==> src/rtl/commit_defs.svh <==
/* opcodes and machine CSR addresses for the commit slice; only the six CSRs listed here exist,
   every other address reads zero and drops its write */
`ifndef COMMIT_DEFS_SVH
`define COMMIT_DEFS_SVH

// simulation trap and CSR opcodes
`define TRAP_OPCODE   7'h6b
`define SYSTEM_OPCODE 7'h73

// machine mode CSR addresses
`define CSR_MSTATUS   12'h300
`define CSR_MIE       12'h304
`define CSR_MTVEC     12'h305
`define CSR_MSCRATCH  12'h340
`define CSR_MEPC      12'h341
`define CSR_MCAUSE    12'h342

`define SSTATUS_MASK  64'h80000003_000de122  // sstatus bits visible in mstatus

`define CNT_W         64                     // cycle and instret width

`endif

==> src/rtl/commit_pkg.sv <==
/* retire and commit record types; inst_u decodes one word as R-form or I-form,
   only the fields the commit slice uses are named */
`default_nettype none

package commit_pkg;

  typedef struct packed {
    logic [6:0] funct7;
    logic [4:0] rs2;
    logic [4:0] rs1;
    logic [2:0] funct3;
    logic [4:0] rd;
    logic [6:0] opcode;
  } inst_r_t;

  typedef struct packed {
    logic [11:0] imm12;  // CSR address for system ops
    logic [4:0]  rs1;
    logic [2:0]  funct3;
    logic [4:0]  rd;
    logic [6:0]  opcode;
  } inst_i_t;

  typedef union packed {
    inst_r_t r;
    inst_i_t i;
  } inst_u;

  typedef struct packed {
    logic [63:0] pc;
    inst_u       inst;
    logic        rd_wen;
    logic [63:0] rd_wdata;
    logic        skip;
  } retire_t;

  typedef struct packed {
    logic        valid;
    logic [63:0] pc;
    inst_u       inst;
    logic        wen;
    logic [7:0]  wdest;  // zero extended rd
    logic [63:0] wdata;
    logic        skip;
  } commit_t;

  typedef struct packed {
    logic [63:0] mstatus;
    logic [63:0] mie;
    logic [63:0] mtvec;
    logic [63:0] mscratch;
    logic [63:0] mepc;
    logic [63:0] mcause;
  } csr_state_t;

endpackage

`default_nettype wire

==> src/rtl/arch_regfile.sv <==
/* 32 x 64 integer registers, x0 never written; combinational read,
   x10 (a0) brought out separately for the trap code */
`default_nettype none

module arch_regfile (
  input  wire        clk,
  input  wire        rst,
  input  wire        i_we,
  input  wire [4:0]  i_waddr,
  input  wire [63:0] i_wdata,
  input  wire [4:0]  i_raddr,
  output wire [63:0] o_rdata,
  output wire [63:0] o_a0
);

  logic [63:0] regs [32];

  always_ff @(posedge clk) begin
    if (rst) begin
      for (int i = 0; i < 32; i++) begin
        regs[i] <= '0;
      end
    end else if (i_we && (i_waddr != 5'd0)) begin  // x0 stays zero
      regs[i_waddr] <= i_wdata;
    end
  end

  assign o_rdata = regs[i_raddr];
  assign o_a0    = regs[10];  // a0

endmodule

`default_nettype wire

==> src/rtl/csr_file.sv <==
/* machine CSRs with CSRRW/CSRRS/CSRRC only (no immediate forms); unknown addresses
   read zero and ignore writes but still hit; interrupt capture wins over a CSR write */
`default_nettype none

`include "commit_defs.svh"

module csr_file (
  input  wire                     clk,
  input  wire                     rst,
  input  wire                     i_retire_ok,
  input  wire                     i_take_intr,
  input  commit_pkg::inst_u       i_inst,
  input  wire [63:0]              i_pc,
  input  wire [31:0]              i_intr_no,
  input  wire [63:0]              i_rs1_data,
  output wire                     o_csr_hit,
  output wire [63:0]              o_csr_rdata,
  output commit_pkg::csr_state_t  o_csr,
  output wire [63:0]              o_sstatus
);

  import commit_pkg::*;

  csr_state_t  csr_q;
  logic [11:0] addr;
  logic [2:0]  funct3;
  logic        is_csr_op;
  logic [63:0] old_val;
  logic [63:0] new_val;

  assign addr   = i_inst.i.imm12;
  assign funct3 = i_inst.i.funct3;

  // csrrw / csrrs / csrrc
  assign is_csr_op = (i_inst.i.opcode == `SYSTEM_OPCODE) &&
                     (funct3 == 3'd1 || funct3 == 3'd2 || funct3 == 3'd3);
  assign o_csr_hit = i_retire_ok && is_csr_op;

  always_comb begin
    case (addr)
      `CSR_MSTATUS:  old_val = csr_q.mstatus;
      `CSR_MIE:      old_val = csr_q.mie;
      `CSR_MTVEC:    old_val = csr_q.mtvec;
      `CSR_MSCRATCH: old_val = csr_q.mscratch;
      `CSR_MEPC:     old_val = csr_q.mepc;
      `CSR_MCAUSE:   old_val = csr_q.mcause;
      default:       old_val = '0;  // unimplemented
    endcase
  end

  always_comb begin
    case (funct3[1:0])
      2'b01:   new_val = i_rs1_data;              // write
      2'b10:   new_val = old_val | i_rs1_data;    // set
      default: new_val = old_val & ~i_rs1_data;   // clear
    endcase
  end

  always_ff @(posedge clk) begin
    if (rst) begin
      csr_q <= '0;
    end else if (i_take_intr) begin
      csr_q.mepc   <= i_pc;
      csr_q.mcause <= {1'b1, 31'd0, i_intr_no};  // interrupt bit on top
    end else if (o_csr_hit) begin
      case (addr)
        `CSR_MSTATUS:  csr_q.mstatus  <= new_val;
        `CSR_MIE:      csr_q.mie      <= new_val;
        `CSR_MTVEC:    csr_q.mtvec    <= new_val;
        `CSR_MSCRATCH: csr_q.mscratch <= new_val;
        `CSR_MEPC:     csr_q.mepc     <= new_val;
        `CSR_MCAUSE:   csr_q.mcause   <= new_val;
        default: ;
      endcase
    end
  end

  assign o_csr_rdata = old_val;
  assign o_csr       = csr_q;
  assign o_sstatus   = csr_q.mstatus & `SSTATUS_MASK;

endmodule

`default_nettype wire

==> src/rtl/commit_unit.sv <==
/* one retire per cycle, no back-pressure; a CSR hit always writes rd with the old value.
   after the trap retire all state freezes until reset, valid drops one cycle later */
`default_nettype none

`include "commit_defs.svh"

module commit_unit (
  input  wire                   clk,
  input  wire                   rst,
  input  wire                   i_retire,
  input  commit_pkg::retire_t   i_ret,
  input  wire [31:0]            i_intr_no,
  input  wire                   i_csr_hit,
  input  wire [63:0]            i_csr_rdata,
  input  wire [63:0]            i_a0,
  output wire                   o_retire_ok,
  output wire                   o_take_intr,
  output wire                   o_rf_we,
  output wire [4:0]             o_rf_waddr,
  output wire [63:0]            o_rf_wdata,
  output commit_pkg::commit_t   o_commit,
  output wire                   o_trap,
  output wire [2:0]             o_trap_code,
  output wire [`CNT_W-1:0]      o_cycle_cnt,
  output wire [`CNT_W-1:0]      o_instr_cnt
);

  import commit_pkg::*;

  commit_t           cmt_q;
  logic              halt_q;
  logic [2:0]        code_q;
  logic [`CNT_W-1:0] cycle_q;
  logic [`CNT_W-1:0] instr_q;
  logic              intr_pend;
  logic              is_trap;
  logic [4:0]        rd;
  logic              wen;
  logic [63:0]       wdata;

  assign intr_pend = (i_intr_no != 32'd0);
  assign is_trap   = (i_ret.inst.r.opcode == `TRAP_OPCODE);
  assign rd        = i_ret.inst.r.rd;

  assign o_retire_ok = i_retire && !intr_pend && !halt_q;
  assign o_take_intr = i_retire && intr_pend && !halt_q;

  assign wen   = i_ret.rd_wen || i_csr_hit;
  assign wdata = i_csr_hit ? i_csr_rdata : i_ret.rd_wdata;  // csr old value

  assign o_rf_we    = o_retire_ok && wen && (rd != 5'd0);
  assign o_rf_waddr = rd;
  assign o_rf_wdata = wdata;

  // control state
  always_ff @(posedge clk) begin
    if (rst) begin
      cmt_q.valid <= 1'b0;
      halt_q      <= 1'b0;
      code_q      <= '0;
      cycle_q     <= '0;
      instr_q     <= '0;
    end else begin
      cmt_q.valid <= o_retire_ok;  // falls by itself once halted
      if (!halt_q) begin
        cycle_q <= cycle_q + 1'b1;
        if (o_retire_ok) begin
          instr_q <= instr_q + 1'b1;
        end
        if (o_retire_ok && is_trap) begin
          halt_q <= 1'b1;
          code_q <= i_a0[2:0];  // a0 before this edge
        end
      end
    end
  end

  // record payload
  always_ff @(posedge clk) begin
    if (!halt_q) begin
      cmt_q.pc    <= i_ret.pc;
      cmt_q.inst  <= i_ret.inst;
      cmt_q.wen   <= wen;
      cmt_q.wdest <= {3'd0, rd};
      cmt_q.wdata <= wdata;
      cmt_q.skip  <= i_ret.skip;
    end
  end

  assign o_commit    = cmt_q;
  assign o_trap      = halt_q;
  assign o_trap_code = code_q;
  assign o_cycle_cnt = cycle_q;
  assign o_instr_cnt = instr_q;

endmodule

`default_nettype wire

==> src/rtl/retire_top.sv <==
/* retire-and-commit slice; i_ret is only looked at while i_retire is high,
   a nonzero i_intr_no turns that retire into an interrupt */
`default_nettype none

`include "commit_defs.svh"

module retire_top (
  input  wire                     clk,
  input  wire                     rst,
  input  wire                     i_retire,
  input  commit_pkg::retire_t     i_ret,
  input  wire [31:0]              i_intr_no,
  output commit_pkg::commit_t     o_commit,
  output commit_pkg::csr_state_t  o_csr,
  output wire [63:0]              o_sstatus,
  output wire                     o_trap,
  output wire [2:0]               o_trap_code,
  output wire [`CNT_W-1:0]        o_cycle_cnt,
  output wire [`CNT_W-1:0]        o_instr_cnt
);

  wire        retire_ok;
  wire        take_intr;
  wire        csr_hit;
  wire [63:0] csr_rdata;
  wire [63:0] rs1_data;
  wire [63:0] a0;
  wire        rf_we;
  wire [4:0]  rf_waddr;
  wire [63:0] rf_wdata;

  arch_regfile u_regfile (
    .clk      (clk),
    .rst      (rst),
    .i_we     (rf_we),
    .i_waddr  (rf_waddr),
    .i_wdata  (rf_wdata),
    .i_raddr  (i_ret.inst.i.rs1),
    .o_rdata  (rs1_data),
    .o_a0     (a0)
  );

  csr_file u_csr (
    .clk          (clk),
    .rst          (rst),
    .i_retire_ok  (retire_ok),
    .i_take_intr  (take_intr),
    .i_inst       (i_ret.inst),
    .i_pc         (i_ret.pc),
    .i_intr_no    (i_intr_no),
    .i_rs1_data   (rs1_data),
    .o_csr_hit    (csr_hit),
    .o_csr_rdata  (csr_rdata),
    .o_csr        (o_csr),
    .o_sstatus    (o_sstatus)
  );

  commit_unit u_commit (
    .clk          (clk),
    .rst          (rst),
    .i_retire     (i_retire),
    .i_ret        (i_ret),
    .i_intr_no    (i_intr_no),
    .i_csr_hit    (csr_hit),
    .i_csr_rdata  (csr_rdata),
    .i_a0         (a0),
    .o_retire_ok  (retire_ok),
    .o_take_intr  (take_intr),
    .o_rf_we      (rf_we),
    .o_rf_waddr   (rf_waddr),
    .o_rf_wdata   (rf_wdata),
    .o_commit     (o_commit),
    .o_trap       (o_trap),
    .o_trap_code  (o_trap_code),
    .o_cycle_cnt  (o_cycle_cnt),
    .o_instr_cnt  (o_instr_cnt)
  );

endmodule

`default_nettype wire

==> config.mk <==
export PLATFORM = sky130hd
export DESIGN_NAME = retire_top
export DESIGN_NICKNAME = d
export VERILOG_FILES = /design/src/rtl/commit_pkg.sv /design/src/rtl/arch_regfile.sv /design/src/rtl/csr_file.sv /design/src/rtl/commit_unit.sv /design/src/rtl/retire_top.sv
export VERILOG_INCLUDE_DIRS = /design/src /design/src/rtl
export SDC_FILE = /design/constraint.sdc
export NUM_CORES = 2
export LEC_CHECK = 0
export BUFFER_PORTS_ARGS = -buffer_cell sky130_fd_sc_hd__buf_2
export CAP_MARGIN = 20
export CELL_PAD_IN_SITES_DETAIL_PLACEMENT = 0
export CELL_PAD_IN_SITES_GLOBAL_PLACEMENT = 1
export CORE_ASPECT_RATIO = 1.75
export CORE_MARGIN = 8
export CORE_UTILIZATION = 45
export DETAILED_ROUTE_END_ITERATION = 7
export GPL_TIMING_DRIVEN = 0
export PLACE_DENSITY = 0.87
export SLEW_MARGIN = 10
export SYNTH_ARGS = -nofsm -noshare
export SYNTH_HDL_FRONTEND = slang
export SYNTH_SLANG_ARGS = --single-unit
==> constraint.sdc <==
create_clock -name clk -period 5.9 [get_ports clk]
set_input_delay 0.885 -clock clk [delete_from_list [all_inputs] [get_ports clk]]
set_output_delay 0.885 -clock clk [all_outputs]
set_load 0.02 [all_outputs]
==> impl_metrics.py <==
metrics = {
    "finish": {
        "num-fill-cells": 22000,
        "layout-drive-gt1-share_pct": 23.3,
        "num-nets-final": 10500,
        "syn_to_final_growth_pct": 16.3,
        "layout_common_cells": "edfxtp_1, nor2_1, buf_2, clkbuf_1, mux4_2",
        "final_common_cell": "edfxtp_1",
    },
    "setup_path": {
        "crit_fanout": 38,
        "crit_arrival_ns": 6.35,
        "end_kind": "flop",
        "cp_data_required_time_ns": 6.55,
        "path_buf_inv": 6,
        "worst_setup_path_start_kind": "input pin",
        "cp_common_cell": "buf_2",
        "slowest_delay_ns": 0.87,
        "cpMaxStageDelayCell": "clkbuf_1",
        "cpLargestDelayFamily": "buffers and inverters",
        "cp_cell_sequence": "buf_2, inv_1, ha_1, nor3_1, and4b_1, buf_2, o2111a_1, nand4_1, or2_1, clkbuf_1, buf_1, nand2_4, buf_16",
        "critPathKind": "in2reg",
        "ff2ff_setup_slack_ns": 0.48,
    },
    "timing": {
        "slew_headroom_pct": 12.6,
        "rsz0062_at_grt": "no",
        "finClkSkew_ns": 0.0631,
        "setup_slack_ns": 0.200,
        "hold_slack_ns": 0.0783,
        "slew_viol_final": 0,
        "finalSetupViolations": 0,
        "fin_crit_sh_pct": 96.6,
        "fmax_ghz": 0.175,
        "setup-tns-final_ns": 0,
        "tightest_slew_ns": 1.31,
        "finalHoldViolCount": 0,
        "min_period_ns": 5.70,
    },
    "clocking": {
        "cts_hold_buf": 0,
        "clk_latency_ns": 0.98,
        "cts_made_buffers": 245,
        "clockBufferDepth": 4,
        "cts.sinks": 2727,
        "htree_levels": 4,
        "cts-root-buf": "clkbuf_16",
        "cts_tree": "yes",
        "path_clk_slew_ns": 0.07,
    },
    "synth": {
        "synth_cell_type_count": 88,
        "synthesis.area_sq_um": 119000,
        "synth-compound-area-share_pct": 6.14,
        "synth_fa_ha_area_share_pct": 0.0527,
        "synth_edf_count": 2210,
        "avgSynthCellArea_sq_um": 13.2,
        "ys_warn_count": 0,
        "yosysSeqAreaShare_pct": 64.6,
        "synthSimpleGateAreaFrac_pct": 11.9,
        "synth-xor-area-share_pct": 0.502,
        "muxShareOfSynthArea_pct": 12.9,
        "synthArstFlopShare_pct": 0,
        "synth_top_family_by_area": "multiplexers",
        "postSynthCellCount": 8982,
        "synth-seq-cells": 2727,
        "ys.flop_type": "edfxtp_1",
    },
    "place": {
        "post-place-ws_ns": -0.720,
        "port_buffers": 891,
        "dp_hpwl_mm": 449,
        "gp_congestion": 1.04,
    },
    "detailed_routing": {
        "detail_route.iter0.violations": 14900,
        "routed_wl_mm": 587,
        "antenna_left": 0,
        "via_per_inst": 6.56,
        "route.detailed.drc": 0,
        "first_pass_iters": 6,
        "vias": 92400,
        "wire_per_inst_microns": 41.7,
    },
    "global_route": {
        "antenna_found_initial": 44,
        "grt_pass1_vias": 88500,
        "use_met2_pct": 63.3,
        "gr-usage-met3_pct": 13.2,
        "grt_util_met1_pct": 41.9,
        "grt.total_usage_pct": 40.3,
        "grt_pass1_wl_mm": 770,
        "grt.overflow.total": 0,
        "grt.busiest_layer": "met2",
        "grt_max_degree": 95,
    },
    "floorplanning": {
        "die_y_microns": 695,
        "die-area_sq_um": 281000,
        "pin_count": 948,
        "num_rows": 249,
        "die_w_microns": 404,
        "core_region_area_sq_um": 263000,
        "initial_utilization_pct": 45.2,
    },
    "power_and_ir_drop": {
        "power.density_nw_per_um2": 312,
        "ir_worst_vdd_mv": 0.311,
        "leakagePower_uw": 0.0504,
        "power.total_uw": 43000,
    },
    "run_status": {
        "status": "completed",
    },
    "min_path": {
        "worstHoldPathType": "in2reg",
    },
    "job": {
        "cap_violations": 0,
    },
}
area by class of cell:
type | count | area [sq um] | share of cell area [%]
Sequential cell | 2727 | 76700 | 55.6
Multi-Input combinational cell | 5357 | 38300 | 27.7
Clock buffer | 302 | 6480 | 4.69
Timing Repair Buffer | 996 | 6080 | 4.40
Tap cell | 3514 | 4400 | 3.18
Buffer | 919 | 4230 | 3.06
Clock inverter | 144 | 1430 | 1.04
Inverter | 97 | 372 | 0.269
Antenna cell | 23 | 57.6 | 0.0417
cells in the mapped netlist (all sizes together), types with 79 or more instances:
cell,count,area share (%)
edfxtp,2210,56
nor2,2178,6.9
mux4,552,10
clkbuf,547,1.7
dfxtp,517,8.7
nand2,400,1.3
buf,372,1.8
nand3,302,1.3
mux2i,235,2.0
o211ai,221,1.4
o21ai,146,0.62
a21oi,132,0.56
o22ai,101,0.54
inv,96,0.30
nand4,79,0.45
power by group:
part / switching [uW] / total (uW) / internal [uW]
clock: 7680 / 16500 / 8820
sequential: 376 / 22000 / 21600
combinational: 3260 / 4570 / 1310
metal layers:
layer | wire, microns | share of wire [%]
met5 | 160 | 0.027
met4 | 74400 | 13
met3 | 77600 | 13
met2 | 264000 | 45
met1 | 171000 | 29
per-stage QoR:
stage	utilization [%]	cell area [sq um]	cells
finish	52.6	138000	14100
global placement	48.7	128000	13500
global route	52.5	138000	14100
floorplan	-	119000	9100
CTS	52.5	138000	14100
detailed placement	49.5	130000	13600
logic make-up after synthesis:
| kind of cell | Yosys count |
|---|---|
| buffers and inverters | 1016 |
| xor gates and xnor gates | 68 |
| DFF | 2727 |
| adders and majority gates | 5 |
| muxes | 832 |
| other | 1 |
| and+or+nand+nor | 3314 |
| AOI/OAI and AO/OA | 1019 |
registers in the layout (all words and copies together), names as in the netlist:
signal,flops
u_commit.o_commit,163
u_commit.o_cycle_cnt,64
u_commit.o_instr_cnt,64
u_commit.o_trap,1
u_commit.o_trap_code,3
u_csr.o_csr,384
u_regfile.regs,2048
what timing repair did:
| action | CTS | global route |
|---|---|---|
| buffers inserted | 0 | 0 |
| setup endpoints to repair | 0 | 58 |
| gates resized for setup | 0 | 1 |
path summary, 6_finish.rpt:
check | from | end | cells past startpoint
max reg2reg | u_commit.o_trap | u_regfile.regs[28][15] | 10
max | i_ret[78] | u_regfile.regs[31][16] | 13
min | i_ret[0] | u_commit.o_commit[0] | 1
min reg2reg | u_csr.o_csr[219] | u_csr.o_csr[219] | 2
(Power assumes the default switching activity.)
